File: config.mk
export PLATFORM = sky130hd
export DESIGN_NAME = lcd_ctrl_top
export DESIGN_NICKNAME = d
export VERILOG_FILES = /design/src/verilog/lcd_pkg.sv /design/src/verilog/lcd_bus_cycle.sv /design/src/verilog/lcd_ctrl_top.sv /design/src/verilog/lcd_delay_timer.sv /design/src/verilog/lcd_sequencer.sv
export SDC_FILE = /design/constraint.sdc
export NUM_CORES = 1
export LEC_CHECK = 0
export BUFFER_PORTS_ARGS = -buffer_cell sky130_fd_sc_hd__buf_2
export CAP_MARGIN = 20
export CELL_PAD_IN_SITES_DETAIL_PLACEMENT = 0
export CELL_PAD_IN_SITES_GLOBAL_PLACEMENT = 1
export CORE_UTILIZATION = 39
export CTS_CLUSTER_SIZE = 20
export DETAILED_ROUTE_END_ITERATION = 10
export PLACE_DENSITY_LB_ADDON = 0.3
export SYNTH_ARGS = -nofsm -noshare
export SYNTH_HDL_FRONTEND = slang
export SYNTH_SLANG_ARGS = --single-unit
File: constraint.sdc
create_clock -name CLK -period 2.5 [get_ports CLK]
set_input_delay 0.25 -clock CLK [delete_from_list [all_inputs] [get_ports CLK]]
set_output_delay 0.25 -clock CLK [all_outputs]
set_load 0.02 [all_outputs]
File: src/verilog/lcd_pkg.sv
// ----------------------------------------------------------------------
// Shared definitions for the HD44780 write-only controller
// Cycle counts at 10 MHz, instruction bytes, init list and enums
// ----------------------------------------------------------------------
package lcd_pkg;

	// ----------------------------------------------------------------------
	// Timing in clock cycles (100 ns each)
	// ----------------------------------------------------------------------
	localparam logic [31:0] T_POWER_ON   = 32'd500_000;	// 50 ms after power up
	localparam logic [31:0] T_INIT_GAP   = 32'd41_000;	// 4.1 ms after first function set
	localparam logic [31:0] T_SETUP      = 32'd1;		// RS and DB settle before E
	localparam logic [31:0] T_PULSE      = 32'd3;		// E high, at least 250 ns
	localparam logic [31:0] T_EXEC_SHORT = 32'd420;		// 42 us for most instructions
	localparam logic [31:0] T_EXEC_LONG  = 32'd16_400;	// 1.64 ms for clear and home

	localparam int DELAY_W = 20;				// Holds the power-on count

	// ----------------------------------------------------------------------
	// Instruction bytes
	// ----------------------------------------------------------------------
	localparam logic [7:0] CMD_FUNC_SET = 8'b0011_1100;	// 8-bit bus, 2 lines, 5x11 font
	localparam logic [7:0] CMD_DISP_OFF = 8'b0000_1000;	// Display, cursor, blink off
	localparam logic [7:0] CMD_CLEAR    = 8'b0000_0001;	// Clear DDRAM, long exec
	localparam logic [7:0] CMD_HOME     = 8'b0000_0010;	// Cursor home, long exec
	localparam logic [7:0] CMD_ENTRY_N  = 8'b0000_0110;	// Increment, no shift
	localparam logic [7:0] CMD_DISP_ON  = 8'b0000_1100;	// Display on, cursor off

	// Init list, sent in this order with RS low
	localparam int INIT_LEN   = 7;
	localparam int INIT_IDX_W = $clog2(INIT_LEN);
	localparam logic [INIT_IDX_W-1:0] INIT_LAST = INIT_IDX_W'(INIT_LEN - 1);	// Index of last byte

	localparam logic [7:0] INIT_LIST [INIT_LEN] = '{
		CMD_FUNC_SET,	// Followed by the extra init gap
		CMD_FUNC_SET,
		CMD_FUNC_SET,
		CMD_DISP_OFF,
		CMD_CLEAR,
		CMD_ENTRY_N,
		CMD_DISP_ON
	};

	// ----------------------------------------------------------------------
	// Enums
	// ----------------------------------------------------------------------
	typedef enum logic [1:0] {
		op_none,		// Strobe ignored
		op_char,		// Write with RS high
		op_instr,		// Write with RS low
		op_reinit		// Rerun power-on wait and init list
	} lcd_op_e;

	typedef enum logic [2:0] {
		st_pwr_wait, st_init_wr, st_init_gap, st_idle, st_host_wr
	} seq_state_e;

	typedef enum logic [1:0] {
		ph_idle, ph_setup, ph_pulse, ph_exec
	} bus_phase_e;

endpackage

File: src/verilog/lcd_bus_cycle.sv
// ----------------------------------------------------------------------
// One LCD write cycle: RS/DB setup, E pulse, execution wait
// ----------------------------------------------------------------------
module lcd_bus_cycle (
	input  logic       CLK,
	input  logic       RST,
	input  logic       wr_start,		// One-cycle request from sequencer
	input  logic       wr_rs,			// Register select for this write
	input  logic [7:0] wr_db,			// Byte for this write
	output logic       wr_done,			// Execution wait over
	output logic       lcd_rs,
	output logic [7:0] lcd_db,
	output logic       lcd_e
);

	import lcd_pkg::*;

	bus_phase_e         phase;			// Current stage of the write
	logic               tmr_load;
	logic [DELAY_W-1:0] tmr_count;
	logic               tmr_exp;
	logic               start_go;			// Accepted start
	logic               long_exec;			// Clear or home instruction

	assign start_go = (phase == ph_idle) && wr_start;

	// Decided from the latched bus, valid from the setup stage on
	assign long_exec = !lcd_rs && ((lcd_db == CMD_CLEAR) || (lcd_db == CMD_HOME));

	// ----------------------------------------------------------------------
	// Timer loads, one per stage change
	// ----------------------------------------------------------------------
	always_comb begin
		tmr_load  = 1'b0;
		tmr_count = DELAY_W'(T_SETUP);			// Default is the setup wait
		case (phase)
			ph_idle: begin
				tmr_load = start_go;		// Setup time starts with the latch
			end
			ph_setup: begin
				tmr_load  = tmr_exp;		// E rises, time the pulse
				tmr_count = DELAY_W'(T_PULSE);
			end
			ph_pulse: begin
				tmr_load = tmr_exp;		// E falls, time the execution
				if (long_exec) begin
					tmr_count = DELAY_W'(T_EXEC_LONG);
				end else begin
					tmr_count = DELAY_W'(T_EXEC_SHORT);
				end
			end
			default: begin
				tmr_load = 1'b0;		// No reload during execution
			end
		endcase
	end

	lcd_delay_timer stage_timer_inst (
		.CLK     (CLK),
		.RST     (RST),
		.load    (tmr_load),
		.count   (tmr_count),
		.expired (tmr_exp)
	);

	// ----------------------------------------------------------------------
	// Stage sequence and pin registers
	// ----------------------------------------------------------------------
	always_ff @(posedge CLK) begin
		if (!RST) begin
			phase  <= ph_idle;
			lcd_e  <= 1'b0;
			lcd_rs <= 1'b0;
			lcd_db <= '0;
		end else begin
			case (phase)
				ph_idle: begin
					if (start_go) begin
						lcd_rs <= wr_rs;	// Bus set up one cycle after start
						lcd_db <= wr_db;
						phase  <= ph_setup;
					end
				end
				ph_setup: begin
					if (tmr_exp) begin
						lcd_e <= 1'b1;
						phase <= ph_pulse;
					end
				end
				ph_pulse: begin
					if (tmr_exp) begin
						lcd_e <= 1'b0;		// Falling edge latches the byte
						phase <= ph_exec;
					end
				end
				ph_exec: begin
					if (tmr_exp) begin
						phase <= ph_idle;	// DB keeps the last byte
					end
				end
				default: begin
					phase <= ph_idle;
				end
			endcase
		end
	end

	assign wr_done = (phase == ph_exec) && tmr_exp;	// Same cycle the wait ends

endmodule

File: src/verilog/lcd_ctrl_top.sv
// ----------------------------------------------------------------------
// LCD controller top, sequencer driving one bus cycle engine
// ----------------------------------------------------------------------
module lcd_ctrl_top (
	input  logic             CLK,
	input  logic             RST,
	input  logic             cmd_valid,		// Dropped while rdy is low
	input  lcd_pkg::lcd_op_e cmd_op,
	input  logic [7:0]       cmd_data,
	output logic             rdy,
	output logic             lcd_rs,
	output logic             lcd_rw,
	output logic             lcd_e,
	output logic [7:0]       lcd_db
);

	// ----------------------------------------------------------------------
	// Sequencer to bus cycle handshake
	// ----------------------------------------------------------------------
	logic       wr_start;
	logic       wr_rs;
	logic [7:0] wr_db;
	logic       wr_done;

	lcd_sequencer sequencer_inst (
		.CLK       (CLK),
		.RST       (RST),
		.cmd_valid (cmd_valid),
		.cmd_op    (cmd_op),
		.cmd_data  (cmd_data),
		.rdy       (rdy),
		.wr_start  (wr_start),
		.wr_rs     (wr_rs),
		.wr_db     (wr_db),
		.wr_done   (wr_done)
	);

	lcd_bus_cycle bus_cycle_inst (
		.CLK      (CLK),
		.RST      (RST),
		.wr_start (wr_start),
		.wr_rs    (wr_rs),
		.wr_db    (wr_db),
		.wr_done  (wr_done),
		.lcd_rs   (lcd_rs),
		.lcd_db   (lcd_db),
		.lcd_e    (lcd_e)
	);

	assign lcd_rw = 1'b0;			// Write only, busy flag never read

endmodule

File: src/verilog/lcd_delay_timer.sv
// ----------------------------------------------------------------------
// Loadable delay down-counter with a one-cycle expiry pulse
// ----------------------------------------------------------------------
module lcd_delay_timer (
	input  logic                        CLK,
	input  logic                        RST,
	input  logic                        load,		// Start or restart the delay
	input  logic [lcd_pkg::DELAY_W-1:0] count,		// Cycles from load to expired
	output logic                        expired		// High for one cycle
);

	import lcd_pkg::*;

	logic [DELAY_W-1:0] cnt;				// Zero when no delay is running

	always_ff @(posedge CLK) begin
		if (!RST) begin
			cnt <= '0;
		end else if (load) begin
			cnt <= count;				// New load wins over a running delay
		end else if (cnt != '0) begin
			cnt <= cnt - 1'b1;			// Stops at zero
		end
	end

	// Count of one is the last cycle of the delay, so the pulse comes
	// exactly count cycles after the load cycle
	assign expired = (cnt == DELAY_W'(1));

endmodule

File: src/verilog/lcd_sequencer.sv
// ----------------------------------------------------------------------
// Power-on wait, init list walk and host request handling
// ----------------------------------------------------------------------
module lcd_sequencer (
	input  logic             CLK,
	input  logic             RST,
	input  logic             cmd_valid,		// One-cycle host strobe
	input  lcd_pkg::lcd_op_e cmd_op,
	input  logic [7:0]       cmd_data,
	output logic             rdy,			// Idle, host may strobe
	output logic             wr_start,		// One-cycle write request
	output logic             wr_rs,
	output logic [7:0]       wr_db,
	input  logic             wr_done		// Write and its wait finished
);

	import lcd_pkg::*;

	seq_state_e            state;
	logic [INIT_IDX_W-1:0] idx;			// Position in INIT_LIST
	logic                  tmr_load;		// Registered load pulse
	logic [DELAY_W-1:0]    tmr_count;
	logic                  tmr_exp;

	// Load is one cycle behind the state change, so the state already
	// tells which delay is wanted
	assign tmr_count = (state == st_init_gap) ? DELAY_W'(T_INIT_GAP) : DELAY_W'(T_POWER_ON);

	lcd_delay_timer wait_timer_inst (
		.CLK     (CLK),
		.RST     (RST),
		.load    (tmr_load),
		.count   (tmr_count),
		.expired (tmr_exp)
	);

	// ----------------------------------------------------------------------
	// Main FSM
	// ----------------------------------------------------------------------
	always_ff @(posedge CLK) begin
		if (!RST) begin
			state    <= st_pwr_wait;
			idx      <= '0;
			rdy      <= 1'b0;
			wr_start <= 1'b0;
			wr_rs    <= 1'b0;
			wr_db    <= '0;
			tmr_load <= 1'b1;			// Power-on wait starts right after reset
		end else begin
			wr_start <= 1'b0;			// Pulses by default
			tmr_load <= 1'b0;
			case (state)
				st_pwr_wait: begin
					if (tmr_exp) begin
						wr_start <= 1'b1;	// First function set
						wr_rs    <= 1'b0;
						wr_db    <= INIT_LIST[idx];
						state    <= st_init_wr;
					end
				end
				st_init_wr: begin
					if (wr_done) begin
						if (idx == INIT_LAST) begin
							rdy   <= 1'b1;	// Display on done
							state <= st_idle;
						end else if (idx == '0) begin
							idx      <= idx + 1'b1;
							tmr_load <= 1'b1;	// Extra gap after first byte
							state    <= st_init_gap;
						end else begin
							idx      <= idx + 1'b1;
							wr_start <= 1'b1;	// Next byte back to back
							wr_db    <= INIT_LIST[idx + 1'b1];
						end
					end
				end
				st_init_gap: begin
					if (tmr_exp) begin
						wr_start <= 1'b1;	// Second function set
						wr_db    <= INIT_LIST[idx];
						state    <= st_init_wr;
					end
				end
				st_idle: begin
					if (cmd_valid && rdy) begin
						case (cmd_op)
							op_char, op_instr: begin
								wr_start <= 1'b1;
								wr_rs    <= (cmd_op == op_char);	// RS high for data
								wr_db    <= cmd_data;
								rdy      <= 1'b0;
								state    <= st_host_wr;
							end
							op_reinit: begin
								rdy      <= 1'b0;
								idx      <= '0;
								tmr_load <= 1'b1;	// Full power-on wait again
								state    <= st_pwr_wait;
							end
							default: begin
								rdy <= 1'b1;	// op_none, nothing to do
							end
						endcase
					end
				end
				st_host_wr: begin
					if (wr_done) begin
						rdy   <= 1'b1;
						state <= st_idle;
					end
				end
				default: begin
					state <= st_pwr_wait;
				end
			endcase
		end
	end

endmodule
==> qor.csv <==
stage,metric,value,unit
timing,hold_viol,0,
floorplanning,fp.dieW,104,um
power,p_clk_share,21.5,%
layout,mostFrequentLayoutCells,"70 x dfxtp_1, 54 x nand2_1, 40 x nor2_1",
detailed_routing,drt-initial-drc-count,203,
layout,syn_to_final_growth,11.8,%
place,gp_congestion,0.847,
yosys,synth_top_area_share,34.4,%
floorplanning,initial_core_util,40.9,%
global_routing,grt_use_met1,26.1,%
clock_tree,ctsHoldBuffers,0,
timing,period_share,91.1,%
global_routing,gr-usage-met3,3.57,%
floorplanning,core-area,9950,um2
yosys,synth_cell_types,74,
worst_setup_path,cp-end-kind,flop,
global_routing,grt-ovfl-total,0,
power,report.power.total,4.02,mW
timing,rsz0062_at_grt,false,
timing,min_period,2.28,ns
layout,fin_util,45.7,%
layout,fin_nets,544,
place,placed_area,4370,um2
layout,drive_above_1_share,15.6,%
worst_setup_path,start_kind,flop,
worst_setup_path,crit_fanout,7,
detailed_routing,wire_per_inst,14.7,um
floorplanning,ioPinCount,25,
yosys,synth_edf_count,0,
worst_setup_path,path_class,flop to flop,
global_routing,grt_max_degree,21,
detailed_routing,ant_nets,0,
layout,fillCellCount,999,
yosys,synth.area.top_cells,"dfxtp_1 34%, ha_1 6.8%, nand2_1 5.0%",
power,ir_drop,0.369,mV
layout,postLayoutCellArea,4550,um2
place,numPortBuffers,23,
place,hpwl,7.03,mm
min_path,holdCritPathClass,input pin to flop,
yosys,async_flop_share,0,%
yosys,yosys_warnings,0,
floorplanning,rows,36,
detailed_routing,vias_per_cell,5.55,
clock_tree,cts_root_buf,clkbuf_8,
power,share_seq_of_total_power,36.5,%
timing,skew,0.0160,ns
global_routing,grtUsageTotal,18.4,%
power,internal_power,2.40,mW
detailed_routing,first_pass_iters,4,
timing,layout_setup_ws,0.223,ns
global_routing,met2_usage,27.8,%
worst_setup_path,cp.required,2.73,ns
yosys,synth.avg_cell_area,8.44,um2
yosys,syn_area,4070,um2
outcome,status,completed,
power,combPwrFrac,42.0,%
yosys,synth_seq_cells,70,
clock_tree,worst_skew_pair.late_latency,0.35,ns
timing,max_clock_freq,439,MHz
clock_tree,post_cts.repair.setup_buffers,0,
global_routing,grt_antenna_before_repair,0,
yosys,synth_nets,517,
global_routing,grt_pass1_wl,16.4,mm
global_routing,grt_pass1_vias,3311,
place,preCtsSetupSlack,0.264,ns
layout,diodes,0,
worst_setup_path,arrival,2.51,ns
power,p_per_area,883,nW/um2
detailed_routing,drc,0,
timing,finalSetupViolCount,0,
clock_tree,cts_sinks,70,
yosys,seq_area_frac_synth,34.4,%
timing,tightest_slew,0.551,ns
power,switching_power,1.62,mW
yosys,synth_cells,482,
yosys,yosysTopAreaCell,dfxtp_1,
clock_tree,cts-resized-gates,0,
clock_tree,cts_tree,built,
timing,relSlewSlack,63.0,%
floorplanning,die_area,10800,um2
clock_tree,htree_levels,3,
yosys,ys.flop_type,dfxtp_1,
power,p_leak,1.73,nW
detailed_routing,via_count,3590,
floorplanning,die_h,104,um
power,swShare,40.3,%
clock_tree,clock_path_buffers,2,
timing,report.final.slew_viol_count,0,
job,drv_cap,0,
timing,finalSetupTns,0,ns
clock_tree,numCtsBuffers,9,
detailed_routing,totalWireLength,9.53,mm
clock_tree,clk_pin_slew,0.07,ns
layout,final_common_cell,dfxtp_1,
global_routing,busiest_layer,met2,
==> power groups by stage <==
| stage | Clock [mW] | Combinational, mW | Sequential [mW] |
|---|---|---|---|
| final | 0.863 | 1.69 | 1.47 |
| after global routing | 0.934 | 1.88 | 1.50 |
| after CTS | 0.890 | 1.68 | 1.47 |
| after detailed placement | 0 | 1.67 | 1.49 |
| after global placement | 0 | 1.65 | 1.49 |
| after floorplan | 0 | 1.26 | 1.45 |
==> cells by family after synthesis <==
kind of cell	Yosys count	share of synthesized area (%)
other cells	1	0.0921
simple gates	192	25.9
xor+xnor	20	4.30
mux	9	2.24
flops	70	34.4
buf+inv	40	4.03
compound gates	128	22.3
fa+ha+maj	22	6.76
==> cells in the mapped netlist (4+ instances only) <==
| library cell | n |
|---|---|
| dfxtp_1 | 70 |
| nand2_1 | 54 |
| nor2_1 | 40 |
| a21oi_1 | 37 |
| o21ai_0 | 23 |
| ha_1 | 22 |
| inv_1 | 17 |
| clkbuf_1 | 16 |
| nand3_1 | 16 |
| nor4_1 | 13 |
| xnor2_1 | 13 |
| nand4_1 | 10 |
| mux2i_1 | 8 |
| a31oi_1 | 7 |
| xor2_1 | 7 |
| o31ai_1 | 6 |
| or3_1 | 6 |
| or4_1 | 6 |
| nor2b_1 | 5 |
| o211a_1 | 5 |
| o31a_1 | 5 |
| a211oi_1 | 4 |
| a311oi_1 | 4 |
| nand2b_1 | 4 |
| o211ai_1 | 4 |
| o22ai_1 | 4 |
| or2_2 | 4 |
| or3_2 | 4 |
==> worst paths after layout <==
path / start / to / slack, ns / depth (start not counted)
max: sequencer_inst.wait_timer_inst.cnt[18] / sequencer_inst.state[0] / 0.22 / 5
min: cmd_data[6] / sequencer_inst.wr_db[6] / 0.16 / 3
max reg2reg: sequencer_inst.wait_timer_inst.cnt[18] / sequencer_inst.state[0] / 0.22 / 5
min reg2reg: sequencer_inst.wr_db[6] / bus_cycle_inst.lcd_db[6] / 0.46 / 2
==> layer usage <==
metal / part of all wire, % / up-vias
met3: 4.2 / 9
met1: 50 / 1672
met5: 0 / -
met2: 44 / 83
li1: - / 1826
met4: 1.0 / 0
==> flip-flops by register name (all words and copies together), names as in the netlist <==
name,cells
bus_cycle_inst.lcd_db,8
bus_cycle_inst.lcd_e,1
bus_cycle_inst.lcd_rs,1
bus_cycle_inst.phase,2
bus_cycle_inst.stage_timer_inst.cnt,20
sequencer_inst.idx,3
sequencer_inst.rdy,1
sequencer_inst.state,3
sequencer_inst.tmr_load,1
sequencer_inst.wait_timer_inst.cnt,20
sequencer_inst.wr_db,8
sequencer_inst.wr_rs,1
sequencer_inst.wr_start,1
==> critical path, cell delays in order, from the launching register on <==
cell	delay, ns
dfxtp_1	0.34
nor4_1	0.53
o211ai_1	0.30
o31ai_4	0.50
o311ai_4	0.20
a32o_1	0.30
==> area by class of cell <==
cell class / count / area (um2) / area share (%)
Clock buffer: 10 / 138 / 3.02
Multi-Input combinational cell: 372 / 2500 / 55.0
Timing Repair Buffer: 38 / 228 / 5.00
Sequential cell: 70 / 1400 / 30.8
Clock inverter: 6 / 45.0 / 0.990
Tap cell: 133 / 166 / 3.66
Inverter: 18 / 67.6 / 1.48
==> per-stage QoR <==
stage          instances  hold slack (ns)
6_report             647            0.162
2_1_floorplan        482            0.404
3_5_place_dp         631            0.449
3_3_place_gp         631            0.439
5_1_grt              647            0.151
4_1_cts              647            0.144
No activity file was read; power rests on OpenSTA's default activity.
